==> src/raster_counter.sv <==
`timescale 1ns/1ns

module raster_counter #(
    parameter int SCREEN_WIDTH = 8,
    parameter int SCREEN_HEIGHT = 4,
    parameter int RAY_UNITS = 4
) (
    input  logic                 clk,
    input  logic                 rst,
    input  logic                 start,
    input  logic [RAY_UNITS-1:0] pop,
    input  logic                 pix_valid,
    input  logic                 pix_ready,
    output logic                 frame_go,
    output logic [((RAY_UNITS > 1) ? $clog2(RAY_UNITS) : 1)-1:0] lane_sel,
    output logic                 busy,
    output logic                 frame_done
);

    localparam int TOTAL = SCREEN_WIDTH * SCREEN_HEIGHT;
    localparam int CNT_W = $clog2(TOTAL + 1);
    localparam int SEL_W = (RAY_UNITS > 1) ? $clog2(RAY_UNITS) : 1;
    localparam logic [SEL_W-1:0] LAST_LANE = SEL_W'(RAY_UNITS - 1);

    logic [CNT_W-1:0] pop_cnt;
    logic             any_pop;
    logic             last_xfer;

    assign any_pop  = |pop;
    assign frame_go = start && !busy;

    // every pixel has left a FIFO and the final one is leaving the output register
    assign last_xfer = busy && (pop_cnt == CNT_W'(TOTAL)) && pix_valid && pix_ready;

    always_ff @(posedge clk) begin
        if (!rst) begin
            pop_cnt    <= '0;
            lane_sel   <= '0;
            busy       <= 1'b0;
            frame_done <= 1'b0;
        end else begin
            frame_done <= last_xfer;
            if (frame_go) begin
                busy     <= 1'b1;
                pop_cnt  <= '0;
                lane_sel <= '0;
            end else begin
                if (last_xfer) begin
                    busy <= 1'b0;
                end
                if (any_pop) begin
                    pop_cnt  <= pop_cnt + 1'b1;
                    lane_sel <= (lane_sel == LAST_LANE) ? '0 : lane_sel + 1'b1;
                end
            end
        end
    end

endmodule

==> config.mk <==
export PLATFORM = sky130hd
export DESIGN_NAME = raster_counter
export DESIGN_NICKNAME = d
export VERILOG_FILES = /design/src/raster_counter.sv
export SDC_FILE = /design/constraint.sdc
export NUM_CORES = 1
export LEC_CHECK = 0
export BUFFER_PORTS_ARGS = -buffer_cell sky130_fd_sc_hd__buf_4
export CAP_MARGIN = 20
export CORE_AREA = 4 4 41 43
export CTS_BUF_LIST = sky130_fd_sc_hd__clkbuf_8
export CTS_CLUSTER_DIAMETER = 60
export DETAILED_ROUTE_END_ITERATION = 12
export DIE_AREA = 0 0 45 47
export SKIP_CTS_REPAIR_TIMING = 1
export SLEW_MARGIN = 10
export SYNTH_ARGS = -nofsm -noshare
export SYNTH_HDL_FRONTEND = slang
export SYNTH_SLANG_ARGS = --single-unit
==> constraint.sdc <==
create_clock -name clk -period 1.4 [get_ports clk]
set_clock_uncertainty 0.2 [all_clocks]
set_input_delay 0.35 -clock clk [delete_from_list [all_inputs] [get_ports clk]]
set_output_delay 0.35 -clock clk [all_outputs]
set_load 0.1 [all_outputs]
==> summary.txt <==
Drt
  – Via count: 447
  – Starting DRC count in detailed routing: 4
  – # DRC: 0
  – Drt wl/cell: 11.76 um
  – Via density: 4.859
  – Final wirelength: 1082 um
  – Pre-Repair DR Iteration Count: 2
  – Post-route ant nets: 0

Timing
  – Final setup fails: 2
  – Fin crit period: 1.532 ns
  – Fmax achieved: 0.6527 GHz
  – Max-slew violations: 0
  – RSZ-0062 raised after global routing: yes
  – Period Utilization, post-route: 109.4%
  – Worst hold margin: 0.1382 ns
  – Post-route worst setup slack: -0.1322 ns
  – Worst slew pin tran: 0.3255 ns
  – Relative slew slack: 78.14%
  – Final Hold Vio Count: 0

Final layout
  – Nets: 90
  – Final instance area: 797.0 um2
  – Layout cells sized above 1: 59.74%
  – Area Overhead vs Synth: 71.24%
  – ANT cells: 0

Logic synthesis
  – Area leader, netlist: dfxtp_1
  – Syn_nets: 63
  – Synth cell types: 21
  – Synth warnings: 0
  – Primary FF master, synth: dfxtp_1
  – Area share of the largest cell type after synthesis: 43.01%
  – Synth cell count leaders: 10 x dfxtp_1, 5 x a21oi_1, 4 x inv_1, 4 x nor2_1
  – Mapped Cells: 51
  – Synthesized area per cell: 9.126 um2
  – Ys async rst share: 0%
  – Most instantiated library cell after synthesis: dfxtp_1
  – Post-synth EDFFs: 0
  – Synth area leaders: dfxtp_1 43%, ha_1 8.1%, a21oi_1 5.4%
  – Synthesized cell area: 465.4 um2
  – Sequential-to-total area share from yosys stat: 43.01%
  – Yosys reg bits: 10

Clock network
  – CTS buffer count: 3
  – Htree depth: 1
  – Clk sinks: 10
  – CTS Buffer Depth: 2
  – Root buffer cell: clkbuf_8
  – CTS tree: built
  – CTS clk-pin slew, worst paths: 0.05 ns
  – Clk_lat worst skew: 0.24 ns

Power
  – PwrDens: 1007 mW/mm2
  – P_leak: 0.3125 nW
  – Psw: 0.2380 mW
  – Seq pwr share: 38.9%
  – Clock network power share: 38.0%
  – Comb power frac: 23.1%
  – P_int: 0.5649 mW
  – Switch share: 29.64%
  – Peak VDD IR: 0.0005959 V

Critical path
  – Crit-path max cell delay: 0.34 ns
  – WP data required: 0.85 ns
  – Worst Setup End Kind: output pin
  – Worst Path Max Fanout: 4
  – CP arrival: 0.98 ns
  – Delay-heaviest family, CP: flip-flops
  – Crit-path slowest cell: dfxtp_4
  – Critical Path Start Type: flop
  – CP Class: reg -> out
  – Cell Chain, Critical Path: nand2b_4 -> clkinvlp_4 -> buf_8
  – CP Buf/Inv Count: 2

Floorplan
  – Initial Utilization: 35.77%
  – Die area: 0.002115 mm2
  – Core area: 0.001301 mm2
  – Die Y-Extent: 47 um
  – Site row count: 13
  – IO Pins: 14
  – Die width: 45 um

Outcome
  – Violated checks: negative setup slack
  – Outcome: finished, violations left

Placed design
  – GP Congestion: 0.7161
  – Placed instance area: 665.6 um2
  – # port buffers: 13
  – Setup slack after placement: -0.1840 ns
  – Post-DP HPWL: 721.3 um

Global route
  – Grt ovf: 0
  – Vias in the first global route: 406
  – First-pass GRT wire length: 1593 um
  – Largest net degree at the start of global routing: 9
  – Overall routing resource usage: 11.16%
  – Initial antenna violation count: 0

Run
  – Max Cap Viol: 0

Worst hold path
  – Worst Hold Class: in -> reg
[registers in the layout, summed over array words and instances, names as in the netlist]
name        cells
busy            1
pop_cnt         6
frame_done      1
lane_sel        2
[routing by layer]
metal	wire length [um]	GRT usage (%)
met5	0	0
met2	517	17.51
met4	29	10.53
met3	68	3.831
met1	467	11.64
[power by group through the flow]
stage	registers [mW]	logic [mW]	clock network, mW
floorplan	0.363	0.0560	0
global placement	0.314	0.161	0
detailed placement	0.314	0.163	0
CTS	0.308	0.164	0.316
global route	0.314	0.201	0.332
finish	0.312	0.186	0.305
[metrics by stage]
step                      util, %  std cells  TNS [ns]  power, mW
after floorplan                 -         51   -0.2767     0.4191
after global placement      51.15         86   -0.9074     0.4753
after detailed placement    51.15         86   -0.9592     0.4775
after CTS                   54.62         90   -0.3372     0.7881
after global routing        61.25         92   -0.3271     0.8471
final                       61.25         92   -0.1511     0.8029
[worst paths after layout]
path	from	endpoint	slack, ns	cells after the start
max	busy$_SDFFE_PN0P_	frame_go	-0.13	3
min	rst	frame_done$_SDFF_PN0_	0.14	2
max reg2reg	pop_cnt[1]$_SDFFE_PP0P_	frame_done$_SDFF_PN0_	0.03	5
min reg2reg	lane_sel[0]$_SDFFE_PP0P_	lane_sel[0]$_SDFFE_PP0P_	0.29	2
[kinds of logic (layout without fill, tap and decap cells)]
| logic type | count (synthesis) | in the layout | share of synthesized area (%) |
|---|---|---|---|
| simple gates | 20 | 20 | 25.27 |
| flops | 10 | 10 | 43.01 |
| xor+xnor | 1 | 1 | 1.882 |
| fa+ha+maj | 3 | 3 | 8.065 |
| compound gates | 10 | 10 | 11.83 |
| buf+inv | 5 | 31 | 5.644 |
| mux | 2 | 2 | 4.301 |
[final cells by class]
cell class	count	area [um2]
Clock inverter	1	3.754
Sequential cell	10	222.7
Timing Repair Buffer	23	195.2
Tap cell	15	18.77
Inverter	4	21.27
Multi-Input combinational cell	36	294.0
Fill cell	112	504.2
Clock buffer	3	41.29
[layout by cell type (no fill, tap or decap), types with 3 or more instances in the layout]
cell       n
a21oi_1    4
buf_4     18
buf_6      4
clkbuf_8   3
dfxtp_2    3
dfxtp_4    5
nand2_1    3
nor2_1     4
o21ai_0    3
Note: power is estimated with default switching activity, not from simulation.
