==> src/render_pkg.sv <==
package render_pkg;

    // signed fixed point, 21 fraction bits
    typedef logic signed [31:0] fp;

    // x in [95:64], y in [63:32], z in [31:0]
    typedef logic [95:0] vec3;

    typedef logic [10:0] pix_coord_t;

    typedef enum logic [1:0] {
        LANE_IDLE,
        LANE_BUSY,
        LANE_WAITING,
        LANE_DONE
    } lane_state_t;

    function automatic fp vec_x(input vec3 v);
        return v[95:64];
    endfunction

    function automatic fp vec_y(input vec3 v);
        return v[63:32];
    endfunction

    function automatic fp vec_z(input vec3 v);
        return v[31:0];
    endfunction

endpackage

==> src/result_fifo.sv <==
`timescale 1ns/1ns

module result_fifo #(
    parameter int FIFO_DEPTH = 4
) (
    input  logic            clk,
    input  logic            rst,
    input  logic            push,
    input  render_pkg::vec3 point_in,
    input  logic            hit_in,
    input  logic            pop,
    output render_pkg::vec3 point_out,
    output logic            hit_out,
    output logic            full,
    output logic            empty
);

    localparam int PTR_W = (FIFO_DEPTH > 1) ? $clog2(FIFO_DEPTH) : 1;
    localparam int CNT_W = $clog2(FIFO_DEPTH + 1);
    localparam logic [PTR_W-1:0] LAST_SLOT = PTR_W'(FIFO_DEPTH - 1);

    render_pkg::vec3  mem_point [FIFO_DEPTH];
    logic             mem_hit [FIFO_DEPTH];
    logic [PTR_W-1:0] wr_ptr;
    logic [PTR_W-1:0] rd_ptr;
    logic [CNT_W-1:0] count;

    // head word is visible before the pop
    assign point_out = mem_point[rd_ptr];
    assign hit_out   = mem_hit[rd_ptr];
    assign full      = count == CNT_W'(FIFO_DEPTH);
    assign empty     = count == '0;

    always_ff @(posedge clk) begin
        if (push) begin
            mem_point[wr_ptr] <= point_in;
            mem_hit[wr_ptr]   <= hit_in;
        end
    end

    always_ff @(posedge clk) begin
        if (!rst) begin
            wr_ptr <= '0;
            rd_ptr <= '0;
            count  <= '0;
        end else begin
            if (push) begin
                wr_ptr <= (wr_ptr == LAST_SLOT) ? '0 : wr_ptr + 1'b1;
            end
            if (pop) begin
                rd_ptr <= (rd_ptr == LAST_SLOT) ? '0 : rd_ptr + 1'b1;
            end
            count <= count + CNT_W'(push) - CNT_W'(pop);
        end
    end

endmodule

==> config.mk <==
export PLATFORM = sky130hd
export DESIGN_NAME = result_fifo
export DESIGN_NICKNAME = d
export VERILOG_FILES = /design/src/render_pkg.sv /design/src/result_fifo.sv
export SDC_FILE = /design/constraint.sdc
export NUM_CORES = 1
export LEC_CHECK = 0
export BUFFER_PORTS_ARGS = -buffer_cell sky130_fd_sc_hd__buf_2
export CORE_MARGIN = 2
export CORE_UTILIZATION = 55
export CTS_BUF_LIST = sky130_fd_sc_hd__clkbuf_16
export CTS_CLUSTER_DIAMETER = 60
export CTS_CLUSTER_SIZE = 16
export DETAILED_ROUTE_END_ITERATION = 8
export PLACE_DENSITY = 0.77
export SLEW_MARGIN = 10
export SYNTH_ARGS = -nofsm -noshare
export SYNTH_HDL_FRONTEND = slang
export SYNTH_SLANG_ARGS = --single-unit
==> constraint.sdc <==
create_clock -name clk -period 8.77 [get_ports clk]
set_clock_uncertainty 0.15 [all_clocks]
set_input_delay 1.754 -clock clk [delete_from_list [all_inputs] [get_ports clk]]
set_output_delay 1.754 -clock clk [all_outputs]
set_load 0.01 [all_outputs]
==> qor.yml <==
run_status:
  status: "completed"
timing:
  post-route-period-util_pct: 59.5
  setup_viol: 0
  holdWs_ns: 0.423
  final_max_slew_viol_count: 0
  rsz0062_at_grt: "no"
  hold_viol: 0
  finalSetupTns_ns: 0
  max_freq_mhz: 192
  relSlewSlack_pct: 33.6
  worst_slew_pin_slew_ns: 0.997
  min_period_ns: 5.21
placed_design:
  hpwl_mm: 15.3
  place_congestion: 0.726
  place_area_sq_um: 15800
  port_buffers: 199
layout:
  final_core_util_pct: 64.2
  areaGrowthSynthToFinish_pct: 15.1
  layout.nets: 874
  layout-drive-gt1-share_pct: 43.3
  fin_area_sq_um: 16600
synthesis:
  syn_nets: 660
  yosys_warnings: 0
  syn_area_sq_um: 14400
  yosysUniqueCellTypes: 19
  synth-seq-cells: 397
  synthesis.instances: 551
  seq_area_frac_synth_pct: 81.9
  syn_avg_cell_area_sq_um: 26.2
clock_network:
  cts-root-buf: "clkbuf_16"
  cts_sinks: 397
  post_cts_buffers: 0
  clock_latency_ns: 0.53
  ctsResizeCount: 0
  cts_buffers: 29
  clk_pin_slew_ns: 0.06
  cts_tree: "yes"
  ctsHoldBuffers: 0
  htree_levels: 1
  clockBufferDepth: 3
floorplan:
  core-area_sq_um: 25900
  num_rows: 59
  die-width_um: 166
  start_util_pct: 55.7
  die_area_sq_um: 27600
  io_pins: 200
  die_h_um: 166
critical_path:
  critPathBufInv: 2
  max_stage_delay_ns: 1.01
  critPathTopFamily: "buffers and inverters"
  worst-path-max-fanout: 49
  arrival_ns: 3.31
  end_kind: "output port"
  cp.required_ns: 6.87
  startpoint_type: "register"
  crit_type: "reg2out"
  path_cells: "buf_4, mux4_2, buf_2"
  crit_slowest_cell: "dfxtp_4"
global_route:
  grt_overflow: 0
  grt_pass1_wl_mm: 40.0
  antenna_found_initial: 5
  grt.total_usage_pct: 18.8
  grt_pass1_vias: 6972
  grt_max_degree: 62
drt:
  ant_nets: 0
  vias: 6395
  vias_per_cell: 5.69
  drt-initial-drc-count: 689
  wl_per_cell_um: 22.4
  dr.pass1.iters: 4
  wirelength_mm: 25.2
  drc: 0
pwr:
  power_mw: 3.73
  p_leak_nw: 5.63
  power_density_nw_per_um2: 224
  ir_worst_vdd_uv: 153
run:
  maxCapViolCount: 0
min_path:
  min_path_type: "reg2reg"
final timing paths:
path / start / to / slack [ns] / depth (start not counted)
max reg2reg: wr_ptr[0] / mem_point[2][60] / 6.18 / 4
max: register / point_out[78] / 3.56 / 3
min: rd_ptr[0] / register / 0.42 / 2
min reg2reg: rd_ptr[0] / register / 0.42 / 2
metal layers:
layer	part of all wire [%]	routed length [um]	GRT usage [%]
met3	7.1	1790	4.65
met1	41	10200	25.7
met4	1.9	483	4.39
met2	50	12600	31.2
met5	0.20	50	0
metrics by stage:
stage / worst slack (ns) / cells
final: 3.56 / 1124
after floorplan: 4.16 / 551
after global placement: 4.03 / 1069
after CTS: 3.41 / 1122
after global routing: 3.24 / 1122
after detailed placement: 3.99 / 1069
cell usage in the layout (no fill, tap or decap), drive strengths merged:
master | synthesis | layout
mux4 | 97 | 97
clkbuf | 6 | 29
ha | 7 | 7
xor3 | 1 | 1
dfxtp | 9 | 9
and3 | 1 | 1
buf | 16 | 205
clkinv | 0 | 3
fa | 1 | 1
nor3 | 1 | 1
mux2i | 2 | 2
inv | 7 | 27
nor2 | 3 | 3
edfxtp | 388 | 388
and2 | 6 | 6
nand2b | 2 | 2
diode | 0 | 2
or3b | 2 | 2
bufinv | 0 | 1
a21oi | 2 | 2
cell families (layout without fill, tap and decap cells):
kind of cell | after synthesis | count (layout) | synth area share, %
buffers and inverters | 29 | 265 | 1.21
adder cells (fa/ha/maj) | 8 | 8 | 0.745
other | 0 | 2 | 0
XOR/XNOR | 1 | 1 | 0.165
multiplexers | 99 | 99 | 15.3
AND/OR/NAND/NOR | 15 | 15 | 0.624
AO/OA/AOI/OAI | 2 | 2 | 0.0693
flip-flops | 397 | 397 | 81.9
final cells by class:
| type | count | area, sq um |
|---|---|---|
| fillers | 1662 | 9290 |
| repair buffers | 205 | 1040 |
| inverters | 7 | 26.3 |
| clock buffers | 29 | 726 |
| multi-input cells | 125 | 2450 |
| well taps | 335 | 419 |
| diodes | 2 | 5.00 |
| clock inverters | 24 | 124 |
| flip-flops and latches | 397 | 11800 |
flip-flops by register name (all words and copies together) (netlist names), named ones only:
name	cells
mem_hit	4
wr_ptr	2
rd_ptr	2
mem_point	384
count	3
power breakdown:
group	switching (mW)	total, mW	leakage, nW	internal, mW
logic	0.171	0.327	1.50	0.156
clock network	0.576	1.20	0.483	0.627
registers	0.0334	2.20	3.64	2.16
worst min-delay path, delay by kind of cell, from the launching register on:
family / cells / cell delay [ns]
AO/OA/AOI/OAI: 1 / 0.10
AND/OR/NAND/NOR: 1 / 0.09
flip-flops: 1 / 0.33
cells in the mapped netlist:
cell / count / area (sq um)
buf_8: 4 / 60.1
ha_1: 7 / 87.6
mux4_2: 97 / 2180
nor2_1: 3 / 11.3
buf_2: 11 / 55.1
nand2b_1: 2 / 12.5
edfxtp_1: 388 / 11700
dfxtp_1: 9 / 180
or3b_2: 2 / 17.5
mux2i_1: 2 / 20.0
buf_6: 1 / 11.3
nor3_1: 1 / 5.00
and2_1: 6 / 37.5
fa_1: 1 / 20.0
clkbuf_1: 6 / 22.5
a21oi_1: 2 / 10.0
and3_1: 1 / 6.26
xor3_1: 1 / 23.8
inv_1: 7 / 26.3
Power figures use the tool's default switching activity.
