### src/render_pkg.sv
package render_pkg;

    // signed fixed point, 21 fraction bits
    typedef logic signed [31:0] fp;

    // x in [95:64], y in [63:32], z in [31:0]
    typedef logic [95:0] vec3;

    typedef logic [10:0] pix_coord_t;

    typedef enum logic [1:0] {
        LANE_IDLE,
        LANE_BUSY,
        LANE_WAITING,
        LANE_DONE
    } lane_state_t;

    function automatic fp vec_x(input vec3 v);
        return v[95:64];
    endfunction

    function automatic fp vec_y(input vec3 v);
        return v[63:32];
    endfunction

    function automatic fp vec_z(input vec3 v);
        return v[31:0];
    endfunction

endpackage

### src/raster_output.sv
`timescale 1ns/1ns

module raster_output #(
    parameter int RAY_UNITS = 4
) (
    input  logic                                 clk,
    input  logic                                 rst,
    input  logic [((RAY_UNITS > 1) ? $clog2(RAY_UNITS) : 1)-1:0] lane_sel,
    input  logic [RAY_UNITS-1:0]                 lane_empty,
    input  render_pkg::vec3 [RAY_UNITS-1:0]      lane_point,
    input  logic [RAY_UNITS-1:0]                 lane_hit,
    input  logic                                 pix_ready,
    output logic [RAY_UNITS-1:0]                 pop,
    output logic                                 pix_valid,
    output render_pkg::vec3                      surface_point,
    output logic                                 hit
);

    logic lane_avail;
    logic out_free;
    logic take;

    assign lane_avail = !lane_empty[lane_sel];

    // register is empty or its word leaves this cycle
    assign out_free = !pix_valid || pix_ready;
    assign take     = lane_avail && out_free;

    // only the selected lane is popped
    always_comb begin
        pop = '0;
        if (take) begin
            pop[lane_sel] = 1'b1;
        end
    end

    always_ff @(posedge clk) begin
        if (!rst) begin
            pix_valid <= 1'b0;
        end else if (take) begin
            pix_valid <= 1'b1;
        end else if (pix_ready) begin
            pix_valid <= 1'b0;
        end
    end

    // data holds while the consumer stalls
    always_ff @(posedge clk) begin
        if (take) begin
            surface_point <= lane_point[lane_sel];
            hit           <= lane_hit[lane_sel];
        end
    end

endmodule

### config.mk
export PLATFORM = sky130hd
export DESIGN_NAME = raster_output
export DESIGN_NICKNAME = d
export VERILOG_FILES = /design/src/render_pkg.sv /design/src/raster_output.sv
export SDC_FILE = /design/constraint.sdc
export NUM_CORES = 1
export LEC_CHECK = 0
export BUFFER_PORTS_ARGS = -buffer_cell sky130_fd_sc_hd__buf_2
export CAP_MARGIN = 25
export CORE_AREA = 2 2 194 196
export DETAILED_ROUTE_END_ITERATION = 8
export DIE_AREA = 0 0 196 198
export PLACE_DENSITY = 0.42
export REMOVE_ABC_BUFFERS = 1
export SLEW_MARGIN = 20
export SYNTH_ARGS = -nofsm -noshare
export SYNTH_HDL_FRONTEND = slang
export SYNTH_SLANG_ARGS = --single-unit
### constraint.sdc
create_clock -name clk -period 10.9 [get_ports clk]
set_clock_uncertainty 0.2 [all_clocks]
set_input_delay 2.18 -clock clk [delete_from_list [all_inputs] [get_ports clk]]
set_output_delay 2.18 -clock clk [all_outputs]
set_load 0.05 [all_outputs]
==> summary.md, run 1 <==
| Metric | Value |
|---|---|
| Outcome | finished clean |
| Slowest Stage Delay on Critical Path | around 0.66 ns |
| Final worst-path cycle share | 0.564 |
| Routed length on met1 | 7800 um |
| Width of the die | roughly 200 um |
| Filler Cell Count | about 4000 |
| Fraction of the yosys area taken by sequential cells | 0.546 |
| Post-cts gate resize count | 0 |
| Number of iterations in the first detailed-routing pass | 4 |
| I/O pin count | 499 |
| Number of endpoints failing setup at the final stage | 0 |
| FMAX | ~160 MHz |
| Row cnt | between 70 and 80 |
| Floorplan core area | approximately 37000 um2 |
| Number of vias in the routed layout | about 4600 |
| Number of antenna violations at the first check in global routing | 2 |
| Data required time of the worst path | 8.52 ns |
| Syn Inst Count | approximately 230 |
| Total power of the final layout | 1.24 mW |
| Headroom to the max-slew limit | 0.450 |
| Clock latency of the later-clocked register in the worst-skew pair | roughly 0.37 ns |
| Count of buffers from port buffering | roughly 500 |
| TritonCTS buffer count | 9 |
| Final worst path period need | 6.14 ns |
| Type of the worst min-delay path | reg2reg |
| Utilization after layout | 0.235 |
| Static leakage | between 3 and 4 nW |
| Crit path cell chain | buf_6, buf_4, nor4b_1, buf_2 |
| Vias per cell | 3.83 |
| Worst setup SP type | primary input |
| Number of sinks driven by the clock tree | approximately 100 |
| Clock transition at path regs | 0.07 ns |
| Average detailed-routed wire length per instance | 18.2 um |
| Routability-driven placement congestion ratio | approximately 0.76 |
| Detailed-route DRC error count | 0 |
| CP Max Fanout | a little over 40 |
| Wire length of the first global-routing pass | between 20000 and 30000 um |
| CTS H-tree depth | 3 |
| Met3 wire len | ~2100 um |
| Total gr overflow | 0 |
| Share of final-layout standard cells stronger than drive strength 1 | 0.853 |
| Post-CTS setup buffers | 0 |
| Type of the setup path with the least slack | in2out |
| Synthesized flop and latch total | slightly below 100 |
| Initial DRC count | roughly 140 |
| Combined global-route utilization of all metal layers | 0.108 |
| Deepest clock path buffer count | 2 |
| Maximum ir drop on the vdd rail | 0.0797 mV |
| Number of failing hold endpoints at the final stage | 0 |
| Kind of end point of the critical path | output port |
| Height of the die | between 150 and 200 um |
| Distinct cell type count of the synthesized netlist | 13 |
| Pin slew with the least headroom to its limit | 0.825 ns |
| Data arrival at the endpoint of the critical path | roughly 3.8 ns |
| Root Driver | clkbuf_16 |
| Max-capacitance violation count | 0 |
| ANT cells | 0 |
| Clock tree from TritonCTS | built |
| Commonest cells after routing, fill and taps aside | buf_2, mux4_2, edfxtp_1 |
| Synth Warn # | 0 |
| Top metal layer carrying routed signals | met5 |
| RSZ-0062 raised after global routing | false |
| Slowest CP cell | buf_4 |
| Post-synthesis to final-layout area growth | 61.9% |
| Aggregate routed wire length | around 22000 um |
| Placed wire-length estimate | between 15000 and 20000 um |
| Cell area after technology mapping | approximately 5400 um2 |
| Final net count | around 1100 |
| Hold_buf cts | 0 |
| Setup TNS after final layout | 0 ns |
| Final Slew Violations | 0 |
| Power density over the cells | between 100 and 150 nW/um2 |
| Most common library cell in the layout ignoring fill and taps | buf_2 |
| Via count of the first global-routing pass | 4744 |
| Post-DRT Antenna Nets | 0 |
| Met2 Wirelength | 11500 um |
| Starting density of the core | 0.145 |
| Synthesized area per cell | about 24 um2 |
| Pin count of the biggest net entering global routing | 60 |
| Die area | 38800 um2 |
[through the flow]
stage / std cells / setup slack, ns / area, um2 / hold slack, ns
floorplan: 204 / 3.42 / 5200 / 0.526
global placement: 1181 / 4.70 / 8340 / 0.372
detailed placement: 1181 / 4.69 / 8340 / 0.384
CTS: 1196 / 4.68 / 8690 / 0.396
global route: 1196 / 4.57 / 8690 / 0.443
finish: 1196 / 4.76 / 8690 / 0.400
[worst max-delay path, delay by kind of cell]
| family | cells | cell delay (ns) |
|---|---|---|
| buf+inv | 3 | 1.27 |
| simple gates | 1 | 0.28 |
[state kept, by name, indices dropped and copies added (netlist names)]
signal,count
surface_point,96
pix_valid,1
hit,1
[where the power goes]
part | internal (mW) | switching, mW
combinational | 0.134 | 0.230
clock | 0.247 | 0.151
sequential | 0.469 | 0.0102
total | 0.849 | 0.392
[final cells by class]
cell class                 instances  area (um2)  area share
clock buffer                      10         229      0.0263
sequential                        98        2930       0.337
tap                              474         593      0.0682
timing repair buffer             503        2540       0.292
clock inverter                     5         128      0.0147
multi-input combinational        106        2270       0.261
[synthesized netlist by cell type]
cell type  instances  area, um2
buf_2             11       55.1
and4b_1            1       10.0
nor2b_1            1       6.26
nor2_1             1       3.75
edfxtp_1          97       2910
nand2b_1           1       6.26
dfxtp_1            1       20.0
clkbuf_1           1       3.75
nor4b_1            2       17.5
nor4_1             1       6.26
buf_6             10        113
mux4_2            98       2210
a21boi_0           1       7.51
[metal layers]
metal | up-vias | global-route usage
met5 | - | 0
met4 | 4 | 0.0449
met3 | 23 | 0.0416
met2 | 256 | 0.191
met1 | 2247 | 0.115
li1 | 2048 | -
[final timing paths]
check	start	end	slack, ns	depth (start not counted)
min	pix_valid	pix_valid	0.40	2
max	lane_sel[0]	pop[1]	4.76	4
max reg2reg	pix_valid	surface_point[66]	8.39	4
min reg2reg	pix_valid	pix_valid	0.40	2
[logic make-up (layout without fill, tap and decap cells)]
logic type / Yosys count / in the layout / synth area share
multiplexers: 98 / 98 / 0.411
buffers and inverters: 22 / 518 / 0.0319
AO/OA/AOI/OAI: 1 / 1 / 0.00140
AND/OR/NAND/NOR: 7 / 7 / 0.00932
flip-flops: 98 / 98 / 0.546
(Power assumes the default switching activity.)
==> run 2: changes to the inputs <==
--- a/config.mk
+++ b/config.mk
@@ -10,7 +10,7 @@
 export CORE_AREA = 2 2 194 196
 export DETAILED_ROUTE_END_ITERATION = 8
 export DIE_AREA = 0 0 196 198
-export PLACE_DENSITY = 0.42
+export PLACE_DENSITY = 0.43
 export REMOVE_ABC_BUFFERS = 1
 export SLEW_MARGIN = 20
 export SYNTH_ARGS = -nofsm -noshare
==> constraint.sdc (replaced) <==
create_clock -name clk -period 5.5 [get_ports clk]
set_clock_uncertainty 0.2 [all_clocks]
set_input_delay 1.1 -clock clk [delete_from_list [all_inputs] [get_ports clk]]
set_output_delay 1.1 -clock clk [all_outputs]
set_load 0.05 [all_outputs]
==> summary.md, run 2 (same netlist as run 1, synthesis figures left out) <==
| Metric | Value |
|---|---|
| Outcome | finished clean |
| CP Max Fanout | 58 |
| Post-CTS setup buffers | 0 |
| Static leakage | 3.75 nW |
| Hold_buf cts | 0 |
| Count of buffers from port buffering | between 400 and 500 |
| Number of vias in the routed layout | between 4000 and 5000 |
| Headroom to the max-slew limit | 0.403 |
| Post-synthesis to final-layout area growth | 61.8% |
| Post-cts gate resize count | 0 |
| Placed wire-length estimate | 18200 um |
| Setup slack on the worst flop-to-flop path | approximately 3.7 ns |
| Via count of the first global-routing pass | ~4800 |
| Type of the setup path with the least slack | in2out |
| Root Driver | clkbuf_16 |
| I/O pin count | about 500 |
| Final instance count without filler cells | about 1200 |
| Wire length of the first global-routing pass | between 30000 and 40000 um |
| Initial DRC count | about 170 |
| RSZ-0062 raised after global routing | false |
| Registers with the most flip-flops | surface_point (96), hit (1), pix_valid (1) |
| Floorplan core area | 37000 um2 |
| Deepest clock path buffer count | 2 |
| Setup TNS after final layout | 0 ns |
| Slowest CP cell | buf_6 |
| Maximum ir drop on the vdd rail | roughly 0.14 mV |
| Final Slew Violations | 0 |
| Levels on crit path | 3 |
| Post-DRT Antenna Nets | 0 |
| Width of the die | between 150 and 200 um |
| Number of antenna violations at the first check in global routing | 1 |
| Pin slew with the least headroom to its limit | between 0.8 and 0.9 ns |
| Detailed-route DRC error count | 0 |
| Kind of end point of the critical path | output port |
| Destination of the worst register-to-register timing path | surface_point[9] |
| CP bufs+invs | 2 |
| Max-capacitance violation count | 0 |
| Number of failing hold endpoints at the final stage | 0 |
| Family with the most delay on the worst path | buffers and inverters |
| Power density over the cells | around 280 nW/um2 |
| CTS H-tree depth | 3 |
| Clock tree from TritonCTS | built |
| Post-Place Cells | between 1000 and 1500 |
| Vias per cell | 3.85 |
| Number of flip-flops in the largest register | 96 |
| Aggregate routed wire length | around 22000 um |
| Most common library cell in the layout ignoring fill and taps | buf_2 |
| Clock latency of the later-clocked register in the worst-skew pair | roughly 0.36 ns |
| Routability-driven placement congestion ratio | around 0.78 |
| Average detailed-routed wire length per instance | 18.5 um |
| Data arrival at the endpoint of the critical path | roughly 2.4 ns |
| Height of the die | between 150 and 200 um |
| TritonCTS buffer count | 9 |
| ANT cells | 0 |
| Pin count of the biggest net entering global routing | 98 |
| Combined global-route utilization of all metal layers | 0.110 |
| Die area | a little under 40000 um2 |
| R2r startpoint | pix_valid |
| Final worst path period need | between 3 and 4 ns |
| Hold Slack | about 0.33 ns |
| Share of final-layout standard cells stronger than drive strength 1 | 0.854 |
| FMAX | ~270 MHz |
| Total gr overflow | 0 |
| Number of endpoints failing setup at the final stage | 0 |
| Data required time of the worst path | between 4 and 5 ns |
| Number of iterations in the first detailed-routing pass | 4 |
| Worst-case reg-to-reg path depth | 3 |
| Crit path cell chain | buf_6, and4b_1, buf_2 |
| Worst setup SP type | primary input |
| Commonest cells after routing, fill and taps aside | buf_2, mux4_2, edfxtp_1 |
| Row cnt | 71 |
| Starting density of the core | 0.145 |
| Reg with most FFs | surface_point |
| Type of the worst min-delay path | reg2reg |
| Slowest Stage Delay on Critical Path | around 0.48 ns |
| Final net count | between 1000 and 1500 |
| Clock transition at path regs | around 0.07 ns |
| Final worst-path cycle share | 0.676 |
| Number of sinks driven by the clock tree | 98 |
| Crit path to | pop[3] |
| Critical path startpoint | lane_sel[0] |
## run 2: cell count changes in the layout (fill, tap and decap cells not counted)
cell        change
buf_4           -3
clkbuf_8        +2
clkinv_2        +2
buf_12          +1
bufinv_16       -1
clkbuf_1        -1
clkinvlp_4      -1
## run 2: how the worst min path moves through the flow
stage                         start        end  cells after the start
after CTS                 pix_valid  pix_valid                      2
after floorplan           pix_valid  pix_valid                      2
after detailed placement  pix_valid  pix_valid                      2
after global routing      pix_valid  pix_valid                      2
final                     pix_valid  pix_valid                      2
after global placement    pix_valid  pix_valid                      2
## run 2: worst min-delay path, stage by stage (launching register included)
cell and delay [ns]:
dfxtp_1 0.32, nand2b_1 0.09, a21boi_0 0.08
## run 2: layout make-up
cell class / instances / area, um2
Timing Repair Buffer: 501 / 2540
Sequential cell: 98 / 2930
Tap cell: 474 / 593
Multi-Input combinational cell: 106 / 2270
Fill cell: 4008 / 28300
Clock buffer: 11 / 253
Clock inverter: 5 / 100
## run 2: layer usage
metal  share of wire  wire (um)  GRT usage
met5         0.00054         12          0
met4           0.014        306     0.0314
met3           0.075       1670     0.0368
met2            0.51      11300      0.184
met1            0.40       8900      0.136
## run 2: power by group
| group | internal, mW | total (mW) | switching (mW) | leakage [nW] |
|---|---|---|---|---|
| clock network | 0.468 | 0.762 | 0.294 | 0.176 |
| logic | 0.266 | 0.721 | 0.455 | 2.63 |
| registers | 0.929 | 0.950 | 0.0203 | 0.947 |
| total | 1.66 | 2.43 | 0.769 | 3.75 |
## run 2: through the flow
stage / cell area, um2 / setup WS [ns] / utilization / power, mW
after floorplan: 5200 / -0.895 / - / 1.41
after global placement: 8330 / 1.72 / 0.226 / 1.69
after detailed placement: 8330 / 1.70 / 0.226 / 1.70
after CTS: 8690 / 1.71 / 0.235 / 2.49
after global routing: 8690 / 1.64 / 0.235 / 2.55
final: 8690 / 1.78 / 0.235 / 2.43
==> run 3: changes to the inputs <==
--- a/config.mk
+++ b/config.mk
@@ -5,12 +5,13 @@
 export SDC_FILE = /design/constraint.sdc
 export NUM_CORES = 1
 export LEC_CHECK = 0
+export ABC_AREA = 1
 export BUFFER_PORTS_ARGS = -buffer_cell sky130_fd_sc_hd__buf_2
 export CAP_MARGIN = 25
-export CORE_AREA = 2 2 194 196
+export CORE_AREA = 2 2 191 193
 export DETAILED_ROUTE_END_ITERATION = 8
-export DIE_AREA = 0 0 196 198
-export PLACE_DENSITY = 0.43
+export DIE_AREA = 0 0 193 195
+export PLACE_DENSITY = 0.42
 export REMOVE_ABC_BUFFERS = 1
 export SLEW_MARGIN = 20
 export SYNTH_ARGS = -nofsm -noshare
==> constraint.sdc (replaced) <==
create_clock -name clk -period 3.8 [get_ports clk]
set_clock_uncertainty 0.2 [all_clocks]
set_input_delay 0.76 -clock clk [delete_from_list [all_inputs] [get_ports clk]]
set_output_delay 0.76 -clock clk [all_outputs]
set_load 0.05 [all_outputs]
==> summary.md, run 3 <==
| Metric | Value |
|---|---|
| Most numerous cell in the Yosys netlist | nand2_1 |
| ANT cells | 0 |
| Fraction of the yosys area taken by sequential cells | 0.563 |
| Arithmetic-cell share of the synthesized area counting full adders, half adders and majority gates | 0 |
| Number of failing hold endpoints at the final stage | 0 |
| Post-cts gate resize count | 0 |
| Height of the die | a little under 200 um |
| Cell area after technology mapping | 5210 um2 |
| Pin slew with the least headroom to its limit | around 0.73 ns |
| CTS H-tree depth | 3 |
| Number of sinks driven by the clock tree | a little under 100 |
| Wire length of the first global-routing pass | roughly 34000 um |
| Worst setup slack after layout | 0.952 ns |
| Filler Cell Count | approximately 3900 |
| Final worst path period need | ~2.8 ns |
| Initial DRC count | ~240 |
| Via count of the first global-routing pass | ~6000 |
| Xor/xnor share of the synthesized area | 0 |
| Type of the worst min-delay path | reg2reg |
| Compound-Gate Fraction of Synth Area | 0.139 |
| Final worst-path cycle share | 0.749 |
| Average detailed-routed wire length per instance | about 16 um |
| Number of endpoints failing setup at the final stage | 0 |
| Post-detailed-placement cell area | a little over 8000 um2 |
| Synthesized flop and latch total | 98 |
| Worst setup SP type | primary input |
| Vias per cell | between 4 and 5 |
| Headroom to the max-slew limit | 0.512 |
| Final standard cell area without fillers | 8510 um2 |
| Type of the setup path with the least slack | in2out |
| Count of buffers from port buffering | between 400 and 500 |
| Placed wire-length estimate | about 19000 um |
| Total gr overflow | 0 |
| Hold_buf cts | 0 |
| Top flip-flop cell by instance count after synthesis | edfxtp_1 |
| Die area | about 38000 um2 |
| Data required time of the worst path | roughly 2.8 ns |
| Number of cells on the worst hold path | 2 |
| Clock tree from TritonCTS | built |
| Aggregate routed wire length | 23700 um |
| Row cnt | 69 |
| Post-CTS setup buffers | 0 |
| Clock latency of the later-clocked register in the worst-skew pair | around 0.36 ns |
| Number of synthesized flops with an enable pin | 97 |
| Post-DRT Antenna Nets | 0 |
| FMAX | ~350 MHz |
| Proportion of synthesized area in mux cells | 0 |
| Synth Warn # | 0 |
| CP Max Fanout | 7 |
| Setup TNS after final layout | 0 ns |
| Commonest cells after routing, fill and taps aside | buf_2, nand2_1, nand3_1, edfxtp_1, a22oi_1 |
| Registers with the most flip-flops | surface_point (96), hit (1), pix_valid (1) |
| Area of all sequential standard cells | between 2000 and 3000 um2 |
| Data arrival at the endpoint of the critical path | 1.89 ns |
| Most common library cell in the layout ignoring fill and taps | buf_2 |
| Number of flip-flops in the largest register | 96 |
| Final net count | 1432 |
| Pin count of the biggest net entering global routing | about 100 |
| Post-Place Cells | 1485 |
| Combined global-route utilization of all metal layers | 0.121 |
| Share of final-layout standard cells stronger than drive strength 1 | 0.507 |
| Utilization after layout | 0.240 |
| Post-synthesis to final-layout area growth | 63.2% |
| I/O pin count | 499 |
| Reg with most FFs | surface_point |
| Commonest cells in the synthesized netlist | nand2_1, edfxtp_1, nand3_1 |
| Distinct cell type count of the synthesized netlist | 16 |
| Root Driver | clkbuf_16 |
| RSZ-0062 raised after global routing | false |
| Routability-driven placement congestion ratio | 0.829 |
| Synthesized area per cell | ~9.3 um2 |
| Static leakage | about 4 nW |
| Syn Inst Count | 558 |
| Number of iterations in the first detailed-routing pass | 4 |
| Post-placement setup slack | 0.953 ns |
| Detailed-route DRC error count | 0 |
| Floorplan core area | 35400 um2 |
| Kind of end point of the critical path | output port |
| Fraction of synthesis flops using an asynchronous set or reset pin | 0 |
| Combinational family with the most area after synthesis | simple AND/OR/NAND/NOR gates |
| Clock transition at path regs | 0.07 ns |
| Worst-case reg-to-reg path depth | 4 |
| TritonCTS buffer count | 9 |
| Most area-consuming cells after synthesis | edfxtp_1, nand2_1, a22oi_1 |
| Deepest clock path buffer count | 2 |
| Setup slack on the worst flop-to-flop path | ~1.9 ns |
| Multi-input combinational cell area | about 2000 um2 |
| Leading area contributor after synthesis | edfxtp_1 |
| Number of vias in the routed layout | 6039 |
| Max-capacitance violation count | 0 |
| Width of the die | approximately 190 um |
| Power density over the cells | just over 400 nW/um2 |
| Maximum ir drop on the vdd rail | 0.210 mV |
| Number of antenna violations at the first check in global routing | 1 |
| Fraction of synthesized cell area taken by the top area cell type | 0.559 |
| Final instance count without filler cells | 1500 |
| Outcome | finished clean |
| Starting density of the core | 0.147 |
| Final Slew Violations | 0 |
| Fraction of the mapped netlist area in simple logic gates | 0.253 |
-- run 3: cell types whose count changed after synthesis, moves of 3 or more --
| cell | previous run | this run |
|---|---|---|
| nand2_1 | 0 | 207 |
| mux4_2 | 98 | 0 |
| nand3_1 | 0 | 97 |
| a22oi_1 | 0 | 96 |
| buf_6 | 10 | 0 |
| buf_2 | 11 | 19 |
| clkbuf_1 | 1 | 9 |
| buf_1 | 0 | 7 |
| inv_1 | 0 | 7 |
| buf_4 | 0 | 6 |
| inv_2 | 0 | 3 |
| nand4_1 | 0 | 3 |
-- run 3: worst max-delay path, stage by stage --
cell     delay [ns]
buf_2          0.19
inv_1          0.13
nand2_1        0.09
nand2_1        0.06
nand2_1        0.08
nand3_1        0.16
nor2_1         0.14
buf_2          0.28
-- run 3: cell type report --
type	instances	share of cell area
Inverter	10	0.00485
Tap cell	461	0.0678
Timing Repair Buffer	507	0.308
Multi-Input combinational cell	409	0.241
Clock buffer	11	0.0274
Sequential cell	98	0.345
Clock inverter	4	0.00632
-- run 3: worst paths after layout --
kind                    start           endpoint
setup / recovery  lane_sel[0]             pop[3]
hold / removal      pix_valid          pix_valid
setup reg to reg    pix_valid  surface_point[46]
hold reg to reg     pix_valid          pix_valid
-- run 3: where the power goes --
part	switching [mW]	internal [mW]	total [mW]
registers	0.0337	1.36	1.39
logic	0.785	0.320	1.10
clock network	0.438	0.509	0.948
total	1.26	2.19	3.45
-- run 3: kinds of logic (layout without fill, tap and decap cells) --
group | Yosys count | in the layout
AOI/OAI and AO/OA | 97 | 97
buffers and inverters | 51 | 532
DFF | 98 | 98
and+or+nand+nor | 312 | 312
-- run 3: routing by layer --
metal | part of all wire | vias to the layer above | track usage
met2 | 0.52 | 315 | 0.225
met1 | 0.37 | 2714 | 0.125
met3 | 0.092 | 29 | 0.0385
met4 | 0.021 | 2 | 0.0426
li1 | - | 2979 | -
met5 | 0.00055 | - | 0
-- run 3: metrics by stage --
step                total power [mW]  hold WS, ns
finish                          3.45        0.391
global route                    3.64        0.413
CTS                             3.54        0.396
detailed placement              2.54        0.380
global placement                2.54        0.387
floorplan                       2.09        0.559
