[config.mk]
export PLATFORM = sky130hd
export DESIGN_NAME = ray_dispatch_fsm
export DESIGN_NICKNAME = d
export VERILOG_FILES = /design/src/render_pkg.sv /design/src/ray_dispatch_fsm.sv
export SDC_FILE = /design/constraint.sdc
export NUM_CORES = 1
export LEC_CHECK = 0
export ABC_CLOCK_PERIOD_IN_PS = 2850
export BUFFER_PORTS_ARGS = -buffer_cell sky130_fd_sc_hd__buf_4
export CORE_MARGIN = 1
export CORE_UTILIZATION = 54
export DETAILED_ROUTE_END_ITERATION = 7
export GPL_TIMING_DRIVEN = 1
export PLACE_DENSITY = 0.77
export SKIP_LAST_GASP = 1
export SLEW_MARGIN = 30
export SYNTH_ARGS = -nofsm -noshare
export SYNTH_HDL_FRONTEND = slang
export SYNTH_SLANG_ARGS = --single-unit
[constraint.sdc]
create_clock -name clk -period 2.85 [get_ports clk]
set_input_delay 0.57 -clock clk [delete_from_list [all_inputs] [get_ports clk]]
set_output_delay 0.57 -clock clk [all_outputs]
set_load 0.1 [all_outputs]
[src/render_pkg.sv]
package render_pkg;

    // signed fixed point, 21 fraction bits
    typedef logic signed [31:0] fp;

    // x in [95:64], y in [63:32], z in [31:0]
    typedef logic [95:0] vec3;

    typedef logic [10:0] pix_coord_t;

    typedef enum logic [1:0] {
        LANE_IDLE,
        LANE_BUSY,
        LANE_WAITING,
        LANE_DONE
    } lane_state_t;

    function automatic fp vec_x(input vec3 v);
        return v[95:64];
    endfunction

    function automatic fp vec_y(input vec3 v);
        return v[63:32];
    endfunction

    function automatic fp vec_z(input vec3 v);
        return v[31:0];
    endfunction

endpackage

[src/ray_dispatch_fsm.sv]
`timescale 1ns/1ns

module ray_dispatch_fsm #(
    parameter int LANE = 0,
    parameter int SCREEN_WIDTH = 8,
    parameter int SCREEN_HEIGHT = 4,
    parameter int RAY_UNITS = 4
) (
    input  logic                   clk,
    input  logic                   rst,
    input  logic                   frame_go,
    input  logic                   ray_ready,
    input  logic                   ray_done,
    input  logic                   full,
    output logic                   ray_start,
    output render_pkg::pix_coord_t pix_x,
    output render_pkg::pix_coord_t pix_y,
    output logic                   push
);

    localparam render_pkg::pix_coord_t FIRST_COL = render_pkg::pix_coord_t'(LANE);
    localparam render_pkg::pix_coord_t STEP_X = render_pkg::pix_coord_t'(RAY_UNITS);
    localparam render_pkg::pix_coord_t LAST_COL =
        render_pkg::pix_coord_t'(SCREEN_WIDTH - RAY_UNITS + LANE);
    localparam render_pkg::pix_coord_t LAST_ROW = render_pkg::pix_coord_t'(SCREEN_HEIGHT - 1);

    render_pkg::lane_state_t state;
    render_pkg::pix_coord_t  cur_x;
    render_pkg::pix_coord_t  cur_y;
    logic                    start_pend;
    logic                    row_end;
    logic                    last_pixel;

    assign pix_x      = cur_x;
    assign pix_y      = cur_y;
    assign row_end    = cur_x == LAST_COL;
    assign last_pixel = row_end && (cur_y == LAST_ROW);

    // start waits for a free ray unit
    assign ray_start = start_pend && ray_ready;

    // push in the done cycle if there is room, otherwise once room appears
    assign push = ((state == render_pkg::LANE_BUSY && ray_done) ||
                   state == render_pkg::LANE_WAITING) && !full;

    always_ff @(posedge clk) begin
        if (!rst) begin
            state      <= render_pkg::LANE_IDLE;
            start_pend <= 1'b0;
            cur_x      <= FIRST_COL;
            cur_y      <= '0;
        end else begin
            case (state)
                render_pkg::LANE_IDLE,
                render_pkg::LANE_DONE: begin
                    if (frame_go) begin
                        cur_x      <= FIRST_COL;
                        cur_y      <= '0;
                        start_pend <= 1'b1;
                        state      <= render_pkg::LANE_BUSY;
                    end
                end
                render_pkg::LANE_BUSY: begin
                    if (ray_start) begin
                        start_pend <= 1'b0;
                    end
                    if (ray_done && full) begin
                        state <= render_pkg::LANE_WAITING;
                    end
                end
                default: begin
                end
            endcase

            // result stored, move to the lane's next pixel
            if (push) begin
                if (last_pixel) begin
                    state <= render_pkg::LANE_DONE;
                end else begin
                    if (row_end) begin
                        cur_x <= FIRST_COL;
                        cur_y <= cur_y + 1'b1;
                    end else begin
                        cur_x <= cur_x + STEP_X;
                    end
                    start_pend <= 1'b1;
                    state      <= render_pkg::LANE_BUSY;
                end
            end
        end
    end

endmodule

==> metrics.cfg, run 1 <==
[clock_network]
clockBufferDepth = 2
post_cts_buffers = 0
clock_sinks = 25
post_cts_resized = 0
insertion_delay_ns = 0.32
cts_tree = built
root_buffer = clkbuf_4
cts_max_level = 1
clk_pin_slew_ns = 0.15
cts_buffers = 3
hold_buffers = 0

[synthesis]
synth_cells = 180
synth_nets = 191
synth_top_family_by_area = compound AO/OA/AOI/OAI gates
netlist_area_mm2 = 0.001519
async_reset_ff_frac = 0
synthFlopType = dfxtp_1
synth_seq_cells = 25
yosys.area_share.simple = 0.2282
synth_xor_area_frac = 0.01153
synth_cell_type_count = 47
ys_seq_area_frac = 0.3295
synthAdderAreaFrac = 0.04119
synth_compound_area_frac = 0.2957
synth_warnings = 0
synth-edff-count = 0
yosys-mux-area-fraction = 0.02883
avgSynthCellArea_um2 = 8.439

[floorplan]
start_util = 0.5916
die_h_um = 55.04
dieArea_mm2 = 0.003029
core_area_mm2 = 0.002567
rows = 18
dieWidth_um = 55.04
pin_count = 30

[finish]
drive_above_1_share = 0.2297
fin_area_mm2 = 0.001784
fin_nets = 221
nFillCells = 225
instances_no_fill = 239
synthToLayoutAreaGrowth_pct = 17.46
final_util = 0.6949
insertedDiodeCount = 0

[critical_path]
start_kind = register
crit_chain = inv_1 -> ha_1 -> a21oi_1 -> nor2_1 -> buf_4
cp-startpoint = state[1]
timing.rr.start = pix_x[6]
critPathMaxFanout = 6
crit_path_end_kind = primary output
cp_slowest_cell = buf_4
required_ns = 2.28
path_class = reg -> out
cp_data_arrival_time_ns = 1.74
max_stage_delay_ns = 0.35

[route]
viasPerCell = 6.322
vias = 1511
firstDrtPassIters = 4
drc = 0
wl_um = 3734
ant_nets = 0
routedWlPerCell_um = 15.62
dr.first_iter.drc_count = 45

[global_routing]
grt-ovfl-total = 0
grt_pass1_vias = 1291
grt_usage = 0.2612
grt_pass1_wl_um = 5706
antenna_found_initial = 0
busiest_layer = met2
gr-usage-met3 = 0.02732
grt.met2_usage = 0.4257
grt_start_max_net_pins = 23
met1_usage = 0.3603

[placement]
portBuffers = 29
dpl.hpwl_um = 2784
dpl-instance-area_mm2 = 0.001754
globalplace.congestion = 0.7968
place_inst = 235

[timing]
slew_headroom = 0.4025
tns_ns = 0
skew_ns = 0.004215
finalCritPeriodShare = 0.8109
slew_violations = 0
period_needed_ns = 2.311
rsz0062_at_grt = no
hold_viol_final = 0
final-setup-viol-count = 0
whs_ns = 0.4733
fmax_mhz = 432.7
tightestPinTransition_ns = 0.8921

[worst_hold_path]
hold_start = pix_x[1]
hold_class = reg -> reg

[pwr]
irDropWorstVdd_mv = 0.4286
leakagePower_nw = 0.6783
powerDensity_mw_per_mm2 = 551.1

[run_status]
status = complete, no violations

[job]
cap_violations = 0

-- critical path, delay by kind of cell, from the launching register on --
| family | cells | cell delay (ns) |
|---|---|---|
| AO/OA/AOI/OAI | 1 | 0.15 |
| flip-flops | 1 | 0.34 |
| buffers and inverters | 2 | 0.42 |
| AND/OR/NAND/NOR | 1 | 0.25 |
| adder cells (fa/ha/maj) | 1 | 0.26 |
-- per-layer routing --
layer,vias up,part of all wire
li1,749,-
met1,717,0.45
met2,43,0.49
met3,2,0.056
met4,0,0.0035
met5,-,0
-- cell usage after synthesis, types with 2 or more instances --
cell / n / area share
nand2b_1: 2 / 0.0082
a21o_1: 2 / 0.0099
a31oi_1: 5 / 0.021
clkbuf_1: 3 / 0.0074
o31a_1: 4 / 0.023
o2111ai_1: 5 / 0.029
nor3_1: 4 / 0.013
ha_1: 5 / 0.041
o2bb2ai_1: 2 / 0.012
or3_1: 3 / 0.012
o21ai_0: 5 / 0.016
o221ai_1: 6 / 0.035
nand2_1: 10 / 0.025
nand4_1: 4 / 0.016
o211ai_1: 5 / 0.025
a211oi_1: 2 / 0.0099
nor2_1: 9 / 0.022
and3_1: 2 / 0.0082
nor4_1: 6 / 0.025
dfxtp_1: 25 / 0.33
inv_1: 19 / 0.047
and2_1: 2 / 0.0082
and4_1: 2 / 0.012
nor2b_1: 3 / 0.012
o21ai_2: 6 / 0.035
a21oi_1: 6 / 0.020
nand3_1: 13 / 0.043
-- power breakdown --
part | total [mW] | leakage (nW) | internal, mW | switching (mW)
sequential | 0.389 | 0.202 | 0.372 | 0.0172
combinational | 0.427 | 0.462 | 0.133 | 0.294
clock | 0.167 | 0.0139 | 0.0537 | 0.114
-- cells by family (layout without fill, tap and decap cells) --
| kind of cell | after synthesis | after routing |
|---|---|---|
| fa+ha+maj | 5 | 5 |
| simple gates | 64 | 64 |
| buf+inv | 24 | 53 |
| compound gates | 57 | 57 |
| flops | 25 | 25 |
| mux | 3 | 3 |
| xor+xnor | 2 | 2 |
-- registers in the layout (all words and copies together), names as in the netlist --
register	cells
state	2
start_pend	1
pix_y	11
pix_x	11
-- final timing paths --
path               to  slack (ns)  cells past startpoint
max              push        0.54                      5
min          pix_x[1]        0.47                      2
max reg2reg  pix_x[7]        0.58                      4
min reg2reg  pix_x[1]        0.47                      2
-- metrics by stage --
step                      power, mW  setup slack [ns]
after floorplan              0.7327           0.07855
after global placement       0.8042            0.7108
after detailed placement     0.8164            0.6333
after CTS                    0.9822            0.5408
after global routing          1.036            0.3786
final                        0.9832            0.5388
-- cell type report --
class | instances | area [um2] | area share
repair buffers | 30 | 225.2 | 0.1262
clock inverters | 1 | 7.507 | 0.004208
multi-input cells | 131 | 919.6 | 0.5154
clock buffers | 3 | 22.52 | 0.01262
well taps | 30 | 37.54 | 0.02104
inverters | 19 | 71.32 | 0.03997
flip-flops and latches | 25 | 500.5 | 0.2805
-- layout by cell type (no fill, tap or decap), drive strengths merged, types with 2 or more instances in the layout --
cell,n
buf,30
dfxtp,25
inv,19
nand3,13
o21ai,11
nand2,10
nor2,9
a21oi,7
nor4,6
o221ai,6
a31oi,5
o2111ai,5
o211ai,5
ha,5
nor3,4
nand4,4
o31a,4
nor2b,3
or3,3
clkbuf,3
a21o,3
and2,2
and3,2
nand2b,2
a211oi,2
o2bb2ai,2
and4,2
or4,2
mux2i,2
(Power assumes the default switching activity.)
==> inputs of run 2 (changes only) <==
Settings changed: ABC_CLOCK_PERIOD_IN_PS 2850 to 2000, CORE_UTILIZATION 54 to 49, PLACE_DENSITY 0.77 to 0.74.
Clock period 2.85 ns to 2 ns, I/O delays scaled along.
==> run 2 against run 1 <==
Net effect:
- the flow now finishes with violations (design-rule violations)
- worst hold slack worse by 0.052 ns
- combinational power increased by 58%
- utilization is 1.6 points lower
- routed wire length grew 5.0%
- critical endpoint is now pix_y[0]
- sequential power grew 42%
- largest power group unchanged
==> metrics.cfg, run 2 (same netlist as run 1, synthesis figures left out) <==
[run_status]
status = complete, but fails checks
failed_checks = design-rule violations

[placement]
place_inst = 247  ; +5.1%
portBuffers = 29  ; unchanged
dpl-instance-area_mm2 = 0.001892  ; +7.8%
dpl.hpwl_um = 2866  ; +3.0%
globalplace.congestion = 0.8210  ; +3.0%

[global_routing]
grt_pass1_wl_um = 6410  ; +12%
grt_usage = 0.2423  ; -0.01892
antenna_found_initial = 0  ; unchanged
grt_pass1_vias = 1434  ; +11%
grt_start_max_net_pins = 23  ; unchanged
grt-ovfl-total = 0  ; unchanged

[timing]
whs_ns = 0.4215  ; -0.05174 ns
fmax_mhz = 511.1
slew_headroom = 0.6451  ; +0.2426
hold_viol_final = 0  ; unchanged
skew_ns = 0.004486  ; +0.0002706 ns
tightestPinTransition_ns = 0.5275  ; -0.3646 ns
period_needed_ns = 1.957
finalCritPeriodShare = 0.9783
slew_violations = 0  ; unchanged
final-setup-viol-count = 0  ; unchanged

[floorplan]
core_area_mm2 = 0.002853  ; +11%
start_util = 0.5325  ; -0.05916
dieWidth_um = 57.68  ; +4.8%
dieArea_mm2 = 0.003326  ; +9.8%
pin_count = 30  ; unchanged
rows = 19  ; +1
die_h_um = 57.68  ; +4.8%

[clock_network]
root_buffer = clkbuf_4
insertion_delay_ns = 0.31  ; about the same
clock_sinks = 25  ; unchanged
cts_tree = built
hold_buffers = 0  ; unchanged
clockBufferDepth = 2  ; unchanged
cts_max_level = 1  ; unchanged
clk_pin_slew_ns = 0.14  ; about the same
cts_buffers = 3  ; unchanged

[route]
vias = 1578  ; +4.4%
routedWlPerCell_um = 15.61  ; about the same
wl_um = 3919  ; +5.0%
drc = 1  ; +1
viasPerCell = 6.287  ; -0.56%
dr.first_iter.drc_count = 98  ; +120%
ant_nets = 0  ; unchanged
firstDrtPassIters = 6  ; +2

[pwr]
switchingPower_uw = 614.4  ; +45%
p_comb_frac = 0.464  ; +0.030
leakagePower_nw = 0.7489  ; +10%
irDropWorstVdd_mv = 0.4294  ; +0.19%
powerDensity_mw_per_mm2 = 749.7  ; +36%
power_mw = 1.452  ; +48%
sequentialPowerShare = 0.380  ; -0.016
sw_frac_of_total = 0.4231  ; -0.008891
pwr-share-clk = 0.156  ; -0.014
power.internal_uw = 837.6  ; +50%

[critical_path]
cp-startpoint = pix_y[1]
crit_path_end_kind = register
timing.rr.start = pix_y[1]
start_kind = register
required_ns = 2.24  ; -0.04 ns
cp_slowest_cell = or4b_4
path_class = reg -> reg
critPathMaxFanout = 7  ; +1
crit_chain = ha_4 -> or4b_4 -> o311a_1 -> a21o_4 -> mux2i_4
max_stage_delay_ns = 0.48  ; +0.13 ns
cp_data_arrival_time_ns = 2.20  ; +0.46 ns

[finish]
layout_commonest_cell = buf_4
instances_no_fill = 251  ; +5.0%
synthToLayoutAreaGrowth_pct = 27.51
seqCellArea_um2 = 535.5  ; +7.0%
fin_nets = 232  ; +5.0%
drive_above_1_share = 0.3864  ; +0.1567
multi_input_area_um2 = 949.7  ; +3.3%
insertedDiodeCount = 0  ; unchanged
final_cell_mix = 40 x buf_4, 19 x inv_1, 19 x dfxtp_2, 13 x nand3_1, 10 x nand2_1
final_util = 0.6789  ; -0.01599
fin_area_mm2 = 0.001937  ; +8.6%
nFillCells = 243  ; +8.0%

[job]
cap_violations = 0  ; unchanged

[worst_hold_path]
hold_start = rst
hold_class = in -> reg

-- run 2: final cells by class --
cell class,instances,area share
timing repair buffer,41,0.1628
clock buffer,4,0.01357
inverter,19,0.03682
sequential,25,0.2765
multi-input combinational,131,0.4903
tap,31,0.02003
-- run 2: routing by layer --
metal | global-route usage | wire (um)
met5 | 0 | 0
met1 | 0.3254 | 1775
met3 | 0.03125 | 272
met4 | 0.07483 | 27
met2 | 0.4086 | 1843
-- run 2: worst paths after layout --
path	end	slack (ns)	cells after the start
max reg2reg	pix_y[0]	0.04	5
min reg2reg	pix_x[1]	0.45	2
max	pix_y[0]	0.04	5
min	pix_x[1]	0.42	3
-- run 2: worst max-delay path, delay by kind of cell (launching register included) --
family                     cells  cell delay, ns
and+or+nand+nor                1            0.48
DFF                            1            0.40
muxes                          1            0.14
adders and majority gates      1            0.16
AOI/OAI and AO/OA              2            0.70
-- run 2: metrics by stage --
step / worst slack, ns / TNS [ns]
after floorplan: -0.09843 / -0.5363
after detailed placement: 0.08812 / 0
after global routing: -0.01637 / -0.01637
after CTS: 0.03793 / 0
final: 0.04345 / 0
after global placement: 0.1231 / 0
-- run 2: power by group through the flow --
| stage | sequential, mW | clock (mW) | combinational [mW] |
|---|---|---|---|
| floorplan | 0.611 | 0 | 0.435 |
| global placement | 0.560 | 0 | 0.624 |
| detailed placement | 0.563 | 0 | 0.634 |
| CTS | 0.552 | 0.237 | 0.645 |
| global route | 0.556 | 0.258 | 0.717 |
| finish | 0.551 | 0.226 | 0.674 |
-- run 2: repair_timing --
| action | 4_1_cts | 5_1_grt |
|---|---|---|
| setup buffers | 0 | 0 |
| resized for setup | 2 | 3 |
| setup endpoints to repair | 1 | 1 |
==> inputs of run 3 (changes only) <==
Settings changed: ABC_AREA from default to 1, CORE_UTILIZATION 49 to 50, PLACE_DENSITY 0.74 to 0.75.
==> run 3 against run 2 <==
Net effect:
- fmax increased by 3.4%
- sequential share of layout area decreased by 1.3 points
- worst hold slack got worse by 0.027 ns
- power is 18% lower
- via count grew 2.5%
- highest routed layer unchanged
- combinational power down 37%
- the run now ends clean
- clock skew fell by 0.0019 ns
==> metrics.cfg, run 3 <==
[timing]
finalCritPeriodShare = 0.9461  ; -0.03213
tns_ns = 0  ; unchanged
final-setup-viol-count = 0  ; unchanged
slew_violations = 0  ; unchanged
hold_viol_final = 0  ; unchanged
slew_headroom = 0.7277  ; +0.08260
period_needed_ns = 1.892  ; -0.06427 ns
rsz0062_at_grt = no
tightestPinTransition_ns = 0.4080  ; -0.1195 ns
skew_ns = 0.002634  ; -0.001852 ns
fmax_mhz = 528.5  ; +3.4%
setup_ws_ns = 0.1077  ; +0.06427 ns

[synthesis]
avgSynthCellArea_um2 = 6.534  ; -23%
synth-edff-count = 0  ; unchanged
synth.most_common_cell = nand2_1
netlist_area_mm2 = 0.001647  ; +8.4%
async_reset_ff_frac = 0  ; unchanged
synth_top_family_by_area = simple AND/OR/NAND/NOR gates
synth_seq_cells = 25  ; unchanged
synthFlopType = dfxtp_1
synth_cell_type_count = 36  ; -23%
yosys-mux-area-fraction = 0  ; -0.02883
ys_seq_area_frac = 0.3040  ; -0.02554
synth_common_cells = 62 x nand2_1, 30 x nor2_1, 28 x inv_1
synth.top_cell.area_share = 0.3040  ; -0.02554
synth_cells = 252  ; +40%
synth_compound_area_frac = 0.1497  ; -0.1460
synth_nets = 263  ; +38%
synth_xor_area_frac = 0.005319  ; -0.006213
synthTopCellsByArea = dfxtp_1 30%, nand2_1 14%, nand3_1 7.0%
synth_largest_area_cell = dfxtp_1
synth_warnings = 0  ; unchanged
yosys.area_share.simple = 0.3891  ; +0.1609
synthAdderAreaFrac = 0.03799  ; -0.003192

[route]
wl_um = 3572  ; -8.9%
ant_nets = 0  ; unchanged
routedWlPerCell_um = 11.02  ; -29%
drc = 0  ; -1
dr.first_iter.drc_count = 65  ; -34%
viasPerCell = 4.991  ; -21%
vias = 1617  ; +2.5%
firstDrtPassIters = 4  ; -2

[global_routing]
grt_pass1_vias = 1287  ; -10%
grt_usage = 0.2140  ; -0.02837
grt_pass1_wl_um = 5720  ; -11%
antenna_found_initial = 0  ; unchanged
grt_start_max_net_pins = 22  ; -4.3%
grt-ovfl-total = 0  ; unchanged

[placement]
globalplace.congestion = 0.8676  ; +5.7%
dpl.hpwl_um = 2753  ; -3.9%
dp_slack_ns = 0.1991  ; +0.1110 ns
portBuffers = 29  ; unchanged

[critical_path]
max_stage_delay_ns = 0.37  ; -0.11 ns
timing.rr.start = pix_x[2]
worst-path-buf-inv = 4  ; +4
cp-startpoint = state[0]
required_ns = 1.60  ; -0.64 ns
critPathMaxFanout = 9  ; +2
r2r_cells = 9  ; +4
r2r_slack_ns = 0.24  ; +0.20 ns
crit_chain = inv_1 -> ha_1 -> inv_2 -> nand2_1 -> nand2_4 -> clkinv_4 -> buf_6
start_kind = register
cp_slowest_cell = dfxtp_1
crit_path_end_kind = primary output
path_class = reg -> out
cp_data_arrival_time_ns = 1.49  ; -0.71 ns
reg2reg_to = pix_y[5]
cp_top_family = buffers and inverters

[clock_network]
cts_buffers = 3  ; unchanged
clk_pin_slew_ns = 0.13  ; about the same
root_buffer = clkbuf_4
clock_sinks = 25  ; unchanged
clockBufferDepth = 2  ; unchanged
cts_tree = built
cts_max_level = 1  ; unchanged
hold_buffers = 0  ; unchanged
insertion_delay_ns = 0.31  ; about the same

[finish]
synthToLayoutAreaGrowth_pct = 16.79
insertedDiodeCount = 0  ; unchanged
final_cell_mix = 62 x nand2_1, 31 x buf_4, 30 x nor2_1, 28 x inv_1, 23 x nand3_1
layout_commonest_cell = nand2_1
fin_nets = 292  ; +26%
drive_above_1_share = 0.2143  ; -0.1721

[floorplan]
dieArea_mm2 = 0.003527  ; +6.0%
dieWidth_um = 59.39  ; +3.0%
core_area_mm2 = 0.003078  ; +7.9%
start_util = 0.5350  ; +0.002503
die_h_um = 59.39  ; +3.0%
pin_count = 30  ; unchanged
rows = 20  ; +1

[worst_hold_path]
hold_start = rst
hold_class = in -> reg
hold_depth = 3  ; unchanged
hold_path_end = start_pend

[pwr]
irDropWorstVdd_mv = 0.4370  ; +1.8%
leakagePower_nw = 0.8735  ; +17%
powerDensity_mw_per_mm2 = 616.9  ; -18%

[run_status]
status = complete, no violations

[job]
cap_violations = 0  ; unchanged

## run 3: cell types whose count changed in the layout (fill, tap and decap cells not counted), moves of 6 or more
cell	previous run	this run
nor4_1	6	0
nand2_1	10	62
dfxtp_2	19	5
nor2_1	8	30
dfxtp_1	3	20
o21ai_1	0	7
nand3_1	13	23
o221ai_1	6	0
inv_1	19	28
buf_4	40	31
a21oi_1	5	18
## run 3: repair_timing
action	4_1_cts	5_1_grt
buffers inserted	0	1
pin swaps	0	1
endpoints found under the hold margin	0	0
endpoints found under the setup margin	1	1
resized for setup	2	0
## run 3: cell type report
type,instances,area [um2]
fillers,311,1155
multi-input cells,185,958.4
flip-flops and latches,25,506.7
repair buffers,32,244.0
inverters,34,132.6
well taps,44,55.05
clock buffers,4,26.28
## run 3: worst register-to-register path, stage by stage, from the launching register on
cell	delay, ns
dfxtp_2	0.40
ha_1	0.16
inv_1	0.04
nor2_1	0.07
nand2_1	0.13
nor2_4	0.15
nand3_2	0.34
nand2_1	0.19
o21ai_2	0.06
and2_1	0.13
## run 3: cells by family after synthesis
logic type	after synthesis
fa+ha+maj	5
buf+inv	42
xor+xnor	1
compound gates	41
flops	25
simple gates	138
## run 3: per-layer routing
metal / track usage / wire, um / vias up
met5: 0 / 0 / -
met4: 0.04082 / 20 / 0
met3: 0.03930 / 131 / 2
met2: 0.3291 / 1582 / 29
met1: 0.3122 / 1837 / 716
li1: - / - / 870
## run 3: worst max path at each step
| stage | to | depth (start not counted) |
|---|---|---|
| final | push | 7 |
| after global routing | push | 7 |
| after floorplan | pix_y[8] | 8 |
| after CTS | push | 7 |
| after detailed placement | pix_y[5] | 10 |
| after global placement | pix_y[5] | 10 |
## run 3: power by group
part | internal, mW | switching, mW
clock network | 0.0779 | 0.142
registers | 0.524 | 0.0197
logic | 0.119 | 0.304
total | 0.720 | 0.466
## run 3: per-stage QoR
step                power [mW]  hold WS [ns]    util  std cells  area [um2]
floorplan               0.8696        0.4783       -        252        1653
global route             1.267        0.3754  0.6248        324        1923
finish                   1.186        0.3945  0.6248        324        1923
detailed placement      0.9670        0.4529  0.6114        319        1882
global placement        0.9630        0.4503  0.6114        319        1882
CTS                      1.197        0.3783  0.6224        323        1916
